[src/rtl/agc_mem_pkg.sv]
package agc_mem_pkg;

  // One 15-bit machine word
  typedef logic [14:0] word_t;

  // Address as seen by software
  typedef logic [11:0] soft_addr_t;

  // Physical fixed-memory address
  typedef logic [13:0] rom_addr_t;

  // Physical erasable-memory address
  typedef logic [10:0] ram_addr_t;

  // Bank number for both EB and FB
  typedef logic [2:0]  bank_t;

  // Region bounds in software address space
  localparam soft_addr_t ROM_BASE       = 12'o2000;
  localparam soft_addr_t FIXED_ROM_BASE = 12'o4000;
  localparam soft_addr_t FIXED_RAM_TOP  = 12'o1400;

  // Bank sizes
  localparam rom_addr_t ROM_BANK_SIZE = 14'o2000;
  localparam ram_addr_t RAM_BANK_SIZE = 11'o400;

  // EB bit 2 selects the upper half of erasable memory
  localparam ram_addr_t RAM_HIGH_OFFSET = 11'o2000;

  // Bank field placement inside a word
  localparam int EB_LSB = 9;
  localparam int FB_LSB = 12;

endpackage

[src/rtl/agc_cmd_pkg.sv]
package agc_cmd_pkg;

  // Command opcodes carried on the command link
  typedef enum logic [2:0] {
    OP_READ   = 3'd0,
    OP_WRITE  = 3'd1,
    OP_SET_EB = 3'd2,
    OP_SET_FB = 3'd3,
    OP_SET_BB = 3'd4
  } cmd_op_t;

  // Which physical memory an address lands in
  typedef enum logic {
    REGION_RAM = 1'b0,
    REGION_ROM = 1'b1
  } mem_region_t;

  // Command intake FSM
  typedef enum logic [1:0] {
    IN_IDLE     = 2'd0,
    IN_ACK      = 2'd1,
    IN_WAIT_LOW = 2'd2
  } intake_state_t;

  // Resolver FSM
  typedef enum logic [1:0] {
    RS_IDLE     = 2'd0,
    RS_REQ      = 2'd1,
    RS_WAIT_LOW = 2'd2
  } resolve_state_t;

  // FIFO entry is {op, addr, data}
  localparam int CMD_W = $bits(cmd_op_t) + $bits(agc_mem_pkg::soft_addr_t)
                       + $bits(agc_mem_pkg::word_t);

endpackage

[src/rtl/addr_resolver.sv]
`timescale 1ns/1ps

module addr_resolver (
  input  logic                          clk,
  input  logic                          rst_l,
  input  logic [agc_cmd_pkg::CMD_W-1:0] pop_data,
  input  logic                          empty,
  input  logic                          rsp_ack,
  output logic                          pop,
  output logic                          rsp_req,
  output agc_cmd_pkg::mem_region_t      rsp_region,
  output agc_mem_pkg::rom_addr_t        rsp_rom_addr,
  output agc_mem_pkg::ram_addr_t        rsp_ram_addr,
  output logic                          rsp_write_ok,
  output agc_mem_pkg::word_t            rsp_bank_word
);

  localparam int DATA_W = $bits(agc_mem_pkg::word_t);
  localparam int ADDR_W = $bits(agc_mem_pkg::soft_addr_t);
  localparam int OP_W   = $bits(agc_cmd_pkg::cmd_op_t);

  agc_cmd_pkg::resolve_state_t state, state_nxt;
  agc_cmd_pkg::cmd_op_t        cmd_op;
  agc_mem_pkg::soft_addr_t     cmd_addr;
  agc_mem_pkg::word_t          cmd_data;
  agc_mem_pkg::bank_t          eb;
  agc_mem_pkg::bank_t          fb;
  agc_mem_pkg::word_t          bank_word;
  agc_cmd_pkg::mem_region_t    region;
  agc_mem_pkg::rom_addr_t      rom_addr;
  agc_mem_pkg::ram_addr_t      ram_addr;

  // Unpack head entry {op, addr, data}
  assign cmd_op   = agc_cmd_pkg::cmd_op_t'(pop_data[agc_cmd_pkg::CMD_W-1 -: OP_W]);
  assign cmd_addr = pop_data[DATA_W +: ADDR_W];
  assign cmd_data = pop_data[DATA_W-1:0];

  // One command in flight at a time
  assign pop     = (state == agc_cmd_pkg::RS_IDLE) && !empty;
  assign rsp_req = (state == agc_cmd_pkg::RS_REQ);

  // Bank ops only land on the pop edge
  bank_regs u_bank_regs (
    .clk       (clk),
    .rst_l     (rst_l),
    .wr_en     (pop),
    .op        (cmd_op),
    .wr_data   (cmd_data),
    .eb        (eb),
    .fb        (fb),
    .bank_word (bank_word)
  );

  // Sees the banks as they stood before this command
  bank_translate u_bank_translate (
    .addr     (cmd_addr),
    .eb       (eb),
    .fb       (fb),
    .region   (region),
    .rom_addr (rom_addr),
    .ram_addr (ram_addr)
  );

  always_comb begin
    state_nxt = state;
    case (state)
      agc_cmd_pkg::RS_IDLE:     if (pop) state_nxt = agc_cmd_pkg::RS_REQ;
      agc_cmd_pkg::RS_REQ:      if (rsp_ack) state_nxt = agc_cmd_pkg::RS_WAIT_LOW;
      agc_cmd_pkg::RS_WAIT_LOW: if (!rsp_ack) state_nxt = agc_cmd_pkg::RS_IDLE;
      default:                  state_nxt = agc_cmd_pkg::RS_IDLE;
    endcase
  end

  always_ff @(posedge clk or negedge rst_l) begin
    if (!rst_l) begin
      state <= agc_cmd_pkg::RS_IDLE;
    end else begin
      state <= state_nxt;
    end
  end

  // Result fields held stable for the whole response handshake
  // ROM writes are suppressed but still report their translation
  always_ff @(posedge clk) begin
    if (pop) begin
      rsp_region    <= region;
      rsp_rom_addr  <= rom_addr;
      rsp_ram_addr  <= ram_addr;
      rsp_write_ok  <= (cmd_op == agc_cmd_pkg::OP_WRITE) && (region == agc_cmd_pkg::REGION_RAM);
      rsp_bank_word <= bank_word;
    end
  end

endmodule

[src/rtl/agc_mem_map.sv]
`timescale 1ns/1ps

module agc_mem_map #(
  parameter int FIFO_DEPTH = 4
) (
  input  logic                     clk,
  input  logic                     rst_l,
  // Command link
  input  logic                     cmd_req,
  input  agc_cmd_pkg::cmd_op_t     cmd_op,
  input  agc_mem_pkg::soft_addr_t  cmd_addr,
  input  agc_mem_pkg::word_t       cmd_data,
  output logic                     cmd_ack,
  // Response link
  output logic                     rsp_req,
  output agc_cmd_pkg::mem_region_t rsp_region,
  output agc_mem_pkg::rom_addr_t   rsp_rom_addr,
  output agc_mem_pkg::ram_addr_t   rsp_ram_addr,
  output logic                     rsp_write_ok,
  output agc_mem_pkg::word_t       rsp_bank_word,
  input  logic                     rsp_ack
);

  logic                          push;
  logic [agc_cmd_pkg::CMD_W-1:0] push_data;
  logic                          full;
  logic                          pop;
  logic [agc_cmd_pkg::CMD_W-1:0] pop_data;
  logic                          empty;

  cmd_intake u_cmd_intake (
    .clk       (clk),
    .rst_l     (rst_l),
    .cmd_req   (cmd_req),
    .cmd_op    (cmd_op),
    .cmd_addr  (cmd_addr),
    .cmd_data  (cmd_data),
    .full      (full),
    .cmd_ack   (cmd_ack),
    .push      (push),
    .push_data (push_data)
  );

  // Decouples intake from a slow response side
  cmd_fifo #(
    .FIFO_DEPTH (FIFO_DEPTH)
  ) u_cmd_fifo (
    .clk       (clk),
    .rst_l     (rst_l),
    .push      (push),
    .push_data (push_data),
    .pop       (pop),
    .pop_data  (pop_data),
    .full      (full),
    .empty     (empty)
  );

  addr_resolver u_addr_resolver (
    .clk           (clk),
    .rst_l         (rst_l),
    .pop_data      (pop_data),
    .empty         (empty),
    .rsp_ack       (rsp_ack),
    .pop           (pop),
    .rsp_req       (rsp_req),
    .rsp_region    (rsp_region),
    .rsp_rom_addr  (rsp_rom_addr),
    .rsp_ram_addr  (rsp_ram_addr),
    .rsp_write_ok  (rsp_write_ok),
    .rsp_bank_word (rsp_bank_word)
  );

endmodule

[src/rtl/bank_regs.sv]
`timescale 1ns/1ps

module bank_regs (
  input  logic                 clk,
  input  logic                 rst_l,
  input  logic                 wr_en,
  input  agc_cmd_pkg::cmd_op_t op,
  input  agc_mem_pkg::word_t   wr_data,
  output agc_mem_pkg::bank_t   eb,
  output agc_mem_pkg::bank_t   fb,
  output agc_mem_pkg::word_t   bank_word
);

  localparam int BANK_W = $bits(agc_mem_pkg::bank_t);

  agc_mem_pkg::bank_t eb_nxt;
  agc_mem_pkg::bank_t fb_nxt;
  logic               load_eb;
  logic               load_fb;

  // BB view writes both fields at once
  assign load_eb = wr_en && (op == agc_cmd_pkg::OP_SET_EB || op == agc_cmd_pkg::OP_SET_BB);
  assign load_fb = wr_en && (op == agc_cmd_pkg::OP_SET_FB || op == agc_cmd_pkg::OP_SET_BB);

  // Only the bank field bits are taken from the data word
  assign eb_nxt = load_eb ? wr_data[agc_mem_pkg::EB_LSB +: BANK_W] : eb;
  assign fb_nxt = load_fb ? wr_data[agc_mem_pkg::FB_LSB +: BANK_W] : fb;

  // Readback of the addressed view, showing the value after this write
  always_comb begin
    bank_word = '0;
    case (op)
      agc_cmd_pkg::OP_SET_EB: bank_word[agc_mem_pkg::EB_LSB +: BANK_W] = eb_nxt;
      agc_cmd_pkg::OP_SET_FB: bank_word[agc_mem_pkg::FB_LSB +: BANK_W] = fb_nxt;
      agc_cmd_pkg::OP_SET_BB: begin
        bank_word[agc_mem_pkg::EB_LSB +: BANK_W] = eb_nxt;
        bank_word[agc_mem_pkg::FB_LSB +: BANK_W] = fb_nxt;
      end
      default: bank_word = '0;
    endcase
  end

  always_ff @(posedge clk or negedge rst_l) begin
    if (!rst_l) begin
      eb <= '0;
      fb <= '0;
    end else begin
      eb <= eb_nxt;
      fb <= fb_nxt;
    end
  end

endmodule

[src/rtl/bank_translate.sv]
`timescale 1ns/1ps

module bank_translate (
  input  agc_mem_pkg::soft_addr_t   addr,
  input  agc_mem_pkg::bank_t        eb,
  input  agc_mem_pkg::bank_t        fb,
  output agc_cmd_pkg::mem_region_t  region,
  output agc_mem_pkg::rom_addr_t    rom_addr,
  output agc_mem_pkg::ram_addr_t    ram_addr
);

  logic                   is_rom;
  logic                   ram_fixed;
  logic                   rom_fixed;
  agc_mem_pkg::ram_addr_t ram_offset;
  agc_mem_pkg::ram_addr_t ram_xlat;
  agc_mem_pkg::rom_addr_t rom_xlat;

  always_comb begin
    // Software space splits at octal 2000 into RAM below and ROM above
    is_rom    = (addr >= agc_mem_pkg::ROM_BASE);
    ram_fixed = (addr < agc_mem_pkg::FIXED_RAM_TOP);
    rom_fixed = (addr >= agc_mem_pkg::FIXED_ROM_BASE);

    // Erasable bank offset, EB bit 2 overrides the low two bits
    if (eb[2]) begin
      ram_offset = agc_mem_pkg::RAM_HIGH_OFFSET;
    end else begin
      ram_offset = agc_mem_pkg::ram_addr_t'(eb[1:0]) * agc_mem_pkg::RAM_BANK_SIZE;
    end

    // Banked RAM wraps modulo 2^11
    if (ram_fixed) begin
      ram_xlat = addr[10:0];
    end else begin
      ram_xlat = addr[10:0] + ram_offset;
    end

    // Fixed-fixed ROM starts at physical zero
    // Banked window skips one bank, then steps by FB
    if (rom_fixed) begin
      rom_xlat = agc_mem_pkg::rom_addr_t'(addr - agc_mem_pkg::FIXED_ROM_BASE);
    end else begin
      rom_xlat = agc_mem_pkg::rom_addr_t'(addr) + agc_mem_pkg::ROM_BANK_SIZE
               + agc_mem_pkg::rom_addr_t'(fb) * agc_mem_pkg::ROM_BANK_SIZE;
    end

    // Unselected side reads as zero
    region   = is_rom ? agc_cmd_pkg::REGION_ROM : agc_cmd_pkg::REGION_RAM;
    rom_addr = is_rom ? rom_xlat : '0;
    ram_addr = is_rom ? '0 : ram_xlat;
  end

endmodule

[src/rtl/cmd_fifo.sv]
`timescale 1ns/1ps

module cmd_fifo #(
  parameter int FIFO_DEPTH = 4
) (
  input  logic                          clk,
  input  logic                          rst_l,
  input  logic                          push,
  input  logic [agc_cmd_pkg::CMD_W-1:0] push_data,
  input  logic                          pop,
  output logic [agc_cmd_pkg::CMD_W-1:0] pop_data,
  output logic                          full,
  output logic                          empty
);

  localparam int PTR_W = $clog2(FIFO_DEPTH);

  logic [agc_cmd_pkg::CMD_W-1:0] mem [FIFO_DEPTH];
  logic [PTR_W-1:0]              wr_ptr;
  logic [PTR_W-1:0]              rd_ptr;
  // One extra bit so a full buffer is distinct from empty
  logic [PTR_W:0]                count;
  logic                          do_push;
  logic                          do_pop;

  assign full  = (count == (PTR_W+1)'(FIFO_DEPTH));
  assign empty = (count == '0);

  // Qualify against flags so a stray request cannot corrupt pointers
  assign do_push = push && !full;
  assign do_pop  = pop && !empty;

  // Show-ahead head entry
  assign pop_data = mem[rd_ptr];

  // Storage array
  always_ff @(posedge clk) begin
    if (do_push) begin
      mem[wr_ptr] <= push_data;
    end
  end

  // Pointers wrap on their own since depth is a power of two
  always_ff @(posedge clk or negedge rst_l) begin
    if (!rst_l) begin
      wr_ptr <= '0;
      rd_ptr <= '0;
      count  <= '0;
    end else begin
      if (do_push) begin
        wr_ptr <= wr_ptr + 1'b1;
      end
      if (do_pop) begin
        rd_ptr <= rd_ptr + 1'b1;
      end
      // Simultaneous push and pop leaves occupancy unchanged
      case ({do_push, do_pop})
        2'b10:   count <= count + 1'b1;
        2'b01:   count <= count - 1'b1;
        default: count <= count;
      endcase
    end
  end

endmodule

[src/rtl/cmd_intake.sv]
`timescale 1ns/1ps

module cmd_intake (
  input  logic                          clk,
  input  logic                          rst_l,
  input  logic                          cmd_req,
  input  agc_cmd_pkg::cmd_op_t          cmd_op,
  input  agc_mem_pkg::soft_addr_t       cmd_addr,
  input  agc_mem_pkg::word_t            cmd_data,
  input  logic                          full,
  output logic                          cmd_ack,
  output logic                          push,
  output logic [agc_cmd_pkg::CMD_W-1:0] push_data
);

  agc_cmd_pkg::intake_state_t state, state_nxt;

  // Accept only from idle, and only with room in the FIFO
  assign push      = (state == agc_cmd_pkg::IN_IDLE) && cmd_req && !full;
  assign push_data = {cmd_op, cmd_addr, cmd_data};

  // Ack is high in every state past the push
  assign cmd_ack = (state != agc_cmd_pkg::IN_IDLE);

  always_comb begin
    state_nxt = state;
    case (state)
      agc_cmd_pkg::IN_IDLE: begin
        if (push) begin
          state_nxt = agc_cmd_pkg::IN_ACK;
        end
      end
      // First ack cycle, sender may already have let go
      agc_cmd_pkg::IN_ACK: begin
        state_nxt = cmd_req ? agc_cmd_pkg::IN_WAIT_LOW : agc_cmd_pkg::IN_IDLE;
      end
      // Hold ack until req is seen low
      agc_cmd_pkg::IN_WAIT_LOW: begin
        if (!cmd_req) begin
          state_nxt = agc_cmd_pkg::IN_IDLE;
        end
      end
      default: state_nxt = agc_cmd_pkg::IN_IDLE;
    endcase
  end

  always_ff @(posedge clk or negedge rst_l) begin
    if (!rst_l) begin
      state <= agc_cmd_pkg::IN_IDLE;
    end else begin
      state <= state_nxt;
    end
  end

endmodule
[config.mk]
export PLATFORM = sky130hd
export DESIGN_NAME = agc_mem_map
export DESIGN_NICKNAME = d
export VERILOG_FILES = /design/src/rtl/agc_mem_pkg.sv /design/src/rtl/agc_cmd_pkg.sv /design/src/rtl/addr_resolver.sv /design/src/rtl/agc_mem_map.sv /design/src/rtl/bank_regs.sv /design/src/rtl/bank_translate.sv /design/src/rtl/cmd_fifo.sv /design/src/rtl/cmd_intake.sv
export SDC_FILE = /design/constraint.sdc
export NUM_CORES = 1
export LEC_CHECK = 0
export ABC_AREA = 1
export BUFFER_PORTS_ARGS = -buffer_cell sky130_fd_sc_hd__buf_2
export CAP_MARGIN = 5
export CORE_ASPECT_RATIO = 0.6
export CORE_MARGIN = 5
export CORE_UTILIZATION = 40
export CTS_BUF_LIST = sky130_fd_sc_hd__clkbuf_8
export CTS_CLUSTER_SIZE = 28
export DETAILED_ROUTE_END_ITERATION = 10
export SLEW_MARGIN = 10
export SYNTH_ARGS = -nofsm -noshare
export SYNTH_HDL_FRONTEND = slang
export SYNTH_SLANG_ARGS = --single-unit
[constraint.sdc]
create_clock -name clk -period 7 [get_ports clk]
set_input_delay 0 -clock clk [delete_from_list [all_inputs] [get_ports clk]]
set_output_delay 0 -clock clk [all_outputs]
set_load 0.05 [all_outputs]
; Word level (Yosys, flattened, before mapping)
; Memory sizes are Yosys's and may differ from the RTL's.
; Index checks and enable logic that the tools add are counted.
[classes]
muxes = 17
addsub = 8
div = 0
order_cmp = 3
bitwise = 1
multipliers = 0
shifts = 0
n_eq_ne = 16
n_reduce_logical = 21
[op_table]
columns = op, count
row1 = 11-bit 2-to-1 mux, 2
row2 = 13-bit by 13-bit adder with 14-bit output, 1
row3 = 14-bit 2-to-1 mux, 1
row4 = "12-bit by 11-bit adder with 13-bit output, second input constant", 1
row5 = "12-bit by 12-bit subtractor with 13-bit output, second input constant", 1
row6 = "12-bit by 11-bit >= comparator with 1-bit output, second input constant", 1
row7 = "12-bit >= comparator, second input constant", 1
row8 = "12-bit by 10-bit < comparator with 1-bit output, second input constant", 1
row9 = 2-bit 2-to-1 mux, 6
row10 = 2-bit case mux with 3 select lines, 2
row11 = 11-bit adder, 1
row12 = 1-bit logical AND, 8
row13 = "2-bit by 1-bit equality test with 1-bit output, second input constant", 3
row14 = "2-bit equality test, second input constant", 3
row15 = "3-bit by 2-bit equality test with 1-bit output, second input constant", 2
row16 = "3-bit equality test, second input constant", 2
row17 = 3-bit 2-to-1 mux, 2
row18 = "2-bit != test, second input constant", 3
row19 = 3-bit case mux with 2 select lines, 1
row20 = "2-bit by 1-bit adder with 2-bit output, second input constant", 2
row21 = 2-bit logical NOT, 2
row22 = "2-bit by 1-bit != test with 1-bit output, second input constant", 2
row23 = 2-bit nonzero test, 2
row24 = 2-bit OR reduction, 2
row25 = other kinds (10), 14
[totals]
latch_bits = 0
mem_count = 1
ram_bits = 120
mem_bits_ro = 0
ff_bits = 50
out_inout_bits = 44
[memory_table]
columns = memory, depth, word_bits, rd, rd_clocked_by_memory_dff, wr, line_no
row1 = u_cmd_fifo.mem, 4, 30, 1, 0, 1, cmd_fifo.sv:18  ; logic [agc_cmd_pkg::CMD_W-1:0] mem [FIFO_DEPTH];

; Longest topological paths before layout
[depth]
depth_word = 6
mapped_depth = 11
mapped_depth_nobuf = 11

; Hierarchy
; Synthesis repeated with hierarchy kept, for this count alone.
[unflattened]
hier_cells = 654
area_unflattened_um2 = 7826.3
[by_module_without_submodules]
columns = module, area_per_inst_um2, cells_each, instances
row1 = cmd_fifo, 5323.9, 412, 1
row2 = addr_resolver, 1376.3, 58, 1
row3 = bank_regs, 462.9, 73, 1
row4 = bank_translate, 351.6, 70, 1
row5 = cmd_intake, 311.5, 41, 1

; Worst setup path after synthesis
; OpenSTA, ideal clock, no wires.
[synth_path]
path_kind = reg2reg
startpoint = register u_cmd_intake.state[1]
endpoint = memory u_cmd_fifo.mem[0][10] (netlist bit), enable pin
setup_slack_ps = 4535
period_less_slack_ps = 2465
setup_time_ps = 399
stages_incl_launch_ff = 6
t_required_ps = 6601
t_arrival_ps = 2066
path_cell_list = dfrtp_1 nor2_1 inv_1 nor3_2 inv_1 nor2_1
[synth_via]
elab_chain_len = 6
[synth_rtl]
columns = item, line_no
row1 = "start, declared", cmd_intake.sv:16  ; agc_cmd_pkg::intake_state_t state, state_nxt;
row2 = "start signal, assigned", cmd_intake.sv:49  ; state <= agc_cmd_pkg::IN_IDLE;
row3 = "start signal, assigned", cmd_intake.sv:51  ; state <= state_nxt;
row4 = 2-bit logical NOT, cmd_intake.sv:19  ; assign push = (state == agc_cmd_pkg::IN_IDLE) && cmd_req && !full;
row5 = 1-bit logical AND (2 in series), cmd_intake.sv:19
row6 = 1-bit logical AND, cmd_fifo.sv:30  ; assign do_push = push && !full;
row7 = 1-bit 2-to-1 mux, cmd_fifo.sv:38  ; if (do_push) begin
row8 = 1-bit 2-to-1 mux (not written as such), cmd_fifo.sv:39  ; mem[wr_ptr] <= push_data;
row9 = "end, declared", cmd_fifo.sv:18
; Every way passes these cells.

; Final worst setup path
[layout_path]
startpoint = register u_cmd_fifo.rd_ptr[0]
endpoint = register u_addr_resolver.rsp_ram_addr[8] (data pin)
[layout_via]
elab_chain_len = 3
[layout_rtl]
columns = item, line_no
row1 = "start, declared", cmd_fifo.sv:20  ; logic [PTR_W-1:0] rd_ptr;
row2 = "start signal, assigned", cmd_fifo.sv:54  ; rd_ptr <= rd_ptr + 1'b1;
row3 = memory read 4 x 30 bit (*), -
row4 = 11-bit adder or 12-bit by 10-bit < comparator with 1-bit output (tied branches), "bank_translate.sv:36, bank_translate.sv:22"
row5 = 11-bit 2-to-1 mux, bank_translate.sv:33  ; if (ram_fixed) begin
row6 = "end signal, assigned", addr_resolver.sv:88  ; rsp_ram_addr <= ram_addr;
row7 = "end, declared", addr_resolver.sv:13  ; output agc_mem_pkg::ram_addr_t rsp_ram_addr,
; Mark *: on every way between the ends. The rest lies on a longest branch, timed or not.
; A chain may end at the register's enable or synchronous reset.

==> reports/results.ini <==
[drt]
routedWlPerCell_um=15.15
wl_um=11370
viasPerCell=4.624
ant_nets=0
first_iter_violations=222
drc=0
vias=3468
drtPass1Iterations=5

[floorplanning]
rows=33
die_x_um=162.8
die_y_um=101.7
initial_core_util=0.4087
die-area_mm2=0.01655
io_pins=78
coreArea_mm2=0.01371

[global_routing]
grt_max_degree=49
grt_pass1_wl_um=18330
overflow=0
grt_antenna_before_repair=1
grt_use_total=0.1466
grt_pass1_vias=3498
grt_util_met1=0.2088
use_met3=0.03782
grt_use_met2=0.2197
top_usage_layer=met2

[clock_network]
clk_latency_ps=440
clkTransAtPathRegs_ps=80
cts.repair.resized=0
tritoncts=yes
cts.sinks=134
clock-root-buffer=clkbuf_8
cts_htree_levels=4
clockBufferDepth=2
numCtsBuffers=17
cts_setup_buffers=0

[power_and_ir_drop]
swShare=0.4511
power_density_mw_per_mm2=514.2
p_int_w=0.001888
p_sw_w=0.001551
p_leak_nw=2.703
vdd.ir_drop.worst_v=0.0001941
power.share.clock=0.189
combPwrFrac=0.445
seqPwrFrac=0.366

[timing]
setup_ws_ps=3966
clock_skew_ps=10.19
setup_viol=0
relSlewSlack=0.4759
tns_ps=0
tightest_slew_ps=785.0
fmax_ghz=0.3296
post-route-period-util=0.4335
rsz0062_at_grt=no
post-route-min-period_ps=3034
final-hold-violation-count=0
drv_slew=0

[yosys]
yosysSeqAreaShare=0.7030
synth.distinct_cells=31
netlist_area_mm2=0.005603
yosysWarnings=0
synthTopCellsByArea=edfxtp_1 63%, dfrtp_1 7.6%, nand2_1 7.4%
synth_common_cells=117 x edfxtp_1, 110 x nand2_1, 45 x nor2_1
avgSynthCellArea_um2=12.34
yosysMostFrequentCell=edfxtp_1
synth_top_cell_area_share=0.6271
synthArstFlopShare=0.1269
synthFlopType=edfxtp_1
ys_ff_latch=134
synth-edff-count=117
synth_cells=454
yosys.area.top_type=edfxtp_1

[worst_setup_path]
critPathLaunchType=flop
worstPathArrival_ps=3290
cp-end-kind=flop
crit_start=u_cmd_fifo.rd_ptr[0]$_DFFE_PN0P_
path_class=reg2reg
crit_chain=buf_4, inv_2, nand2_1, nand3_1, nand2_1, nand2_1, inv_2, nand2_1, nor2_1
rr_startpoint=u_cmd_fifo.rd_ptr[0]$_DFFE_PN0P_
slowest_stage=inv_2
worstPathMaxFanout=48
cp.required_ps=7260
cpMostUsedCell=nand2_1
cpPeakStageDelay_ps=460

[layout]
nNetsFinal=590
drive_above_1_share=0.2118
finalInstanceArea_mm2=0.006688
area_delta_synth_final_pct=19.36

[placement]
dp_hpwl_um=7422
placed_cell_area_mm2=0.006043
gp_routability_congestion=0.7858
dp_slack_ps=3954
portBuffers=59

[outcome]
status=finished clean

[job]
maxCapViolations=0

[hold_path]
hold_class=in2async

==> per-stage QoR <==
stage                     total power [W]  cells  hold slack (ps)    util
after floorplan                  0.002455    462           -295.6       -
after detailed placement         0.002801    693           -35.01  0.4409
after global routing             0.003680    750            54.14  0.4879
final                            0.003439    750            29.67  0.4879
after CTS                        0.003467    749            30.86  0.4877
after global placement           0.002766    693           -39.20  0.4409
==> cells in the final DEF (no fill, tap or decap), drive strengths merged <==
| master | synthesis | routed |
|---|---|---|
| a21oi | 17 | 17 |
| a31oi | 2 | 2 |
| a32o | 8 | 8 |
| a32oi | 1 | 1 |
| buf | 26 | 65 |
| bufinv | 0 | 2 |
| clkbuf | 0 | 17 |
| clkinv | 0 | 3 |
| clkinvlp | 0 | 3 |
| conb | 1 | 9 |
| dfrtp | 17 | 17 |
| diode | 0 | 1 |
| dlygate4sd3 | 0 | 24 |
| edfxtp | 117 | 117 |
| fa | 3 | 3 |
| ha | 9 | 9 |
| inv | 39 | 46 |
| nand2 | 115 | 115 |
| nand3 | 24 | 24 |
| nand4 | 3 | 3 |
| nor2 | 45 | 45 |
| nor3 | 6 | 6 |
| o21ai | 10 | 10 |
| o22a | 3 | 3 |
| or2 | 2 | 2 |
| xnor2 | 2 | 2 |
| xor2 | 4 | 4 |
==> final timing paths <==
kind	cells after the start	to	slack [ps]
min	2	u_cmd_fifo.count[2]$_DFFE_PN0P_	30
min in group clk	2	u_cmd_fifo.mem[0][29]$_DFFE_PP_	320
max reg2reg	9	u_addr_resolver.rsp_ram_addr[8]$_SDFFCE_PN0N_	3970
max in group asynchronous	2	u_addr_resolver.u_bank_regs.fb[0]$_DFF_PN0_	6670
max	9	u_addr_resolver.rsp_ram_addr[8]$_SDFFCE_PN0N_	3970
min reg2reg	1	u_cmd_intake.state[1]$_DFFE_PN0P_	440
==> sequential cells by signal (all words and copies together) (netlist names) <==
name	flops
u_cmd_fifo.rd_ptr	2
u_addr_resolver.u_bank_regs.fb	3
u_addr_resolver.state	2
u_cmd_intake.state	2
u_addr_resolver.u_bank_regs.eb	3
u_cmd_fifo.wr_ptr	2
u_addr_resolver.rsp_region	1
u_addr_resolver.rsp_bank_word	6
u_addr_resolver.rsp_ram_addr	11
u_cmd_fifo.count	3
u_addr_resolver.rsp_write_ok	1
u_cmd_fifo.mem	84
u_addr_resolver.rsp_rom_addr	14
==> logic make-up after synthesis <==
family	Yosys count	synth area share
simple gates	195	0.1463
flops	134	0.7030
buf+inv	65	0.05985
compound gates	41	0.05002
fa+ha+maj	12	0.03082
xor+xnor	6	0.009379
other cells	1	0.0006693
==> routing by layer <==
layer	vias to the layer above	wire length [um]
li1	1715	-
met1	1645	5561
met2	96	4972
met3	12	706
met4	0	125
met5	-	0
==> what timing repair did <==
| item | 4_1_cts | 5_1_grt |
|---|---|---|
| hold buffers | 24 | 0 |
| setup endpoints to repair | 0 | 0 |
| hold endpoints to repair | 107 | 0 |
==> layout make-up <==
cell class,instances,area (um^2)
Fill cell,1239,7020
Sequential cell,134,3939
Multi-Input combinational cell,263,1378
Timing Repair Buffer,89,580.6
Tap cell,192,240.2
Clock buffer,17,234.0
Clock inverter,15,167.7
Inverter,39,146.4
Antenna cell,1,2.502
==> power groups by stage <==
| stage | registers, W | clock network (W) | logic, W |
|---|---|---|---|
| after detailed placement | 0.00128 | 0 | 0.00152 |
| after global routing | 0.00128 | 0.000700 | 0.00170 |
| after global placement | 0.00127 | 0 | 0.00149 |
| after CTS | 0.00126 | 0.000661 | 0.00154 |
| final | 0.00126 | 0.000648 | 0.00153 |
| after floorplan | 0.00162 | 0 | 0.000840 |
==> worst max-delay path, delay by kind of cell, from the launching register on <==
family | cells | cell delay (ps)
AND/OR/NAND/NOR | 6 | 1200
flip-flops | 1 | 330
buffers and inverters | 3 | 1300
No activity file was read; power rests on OpenSTA's default activity.
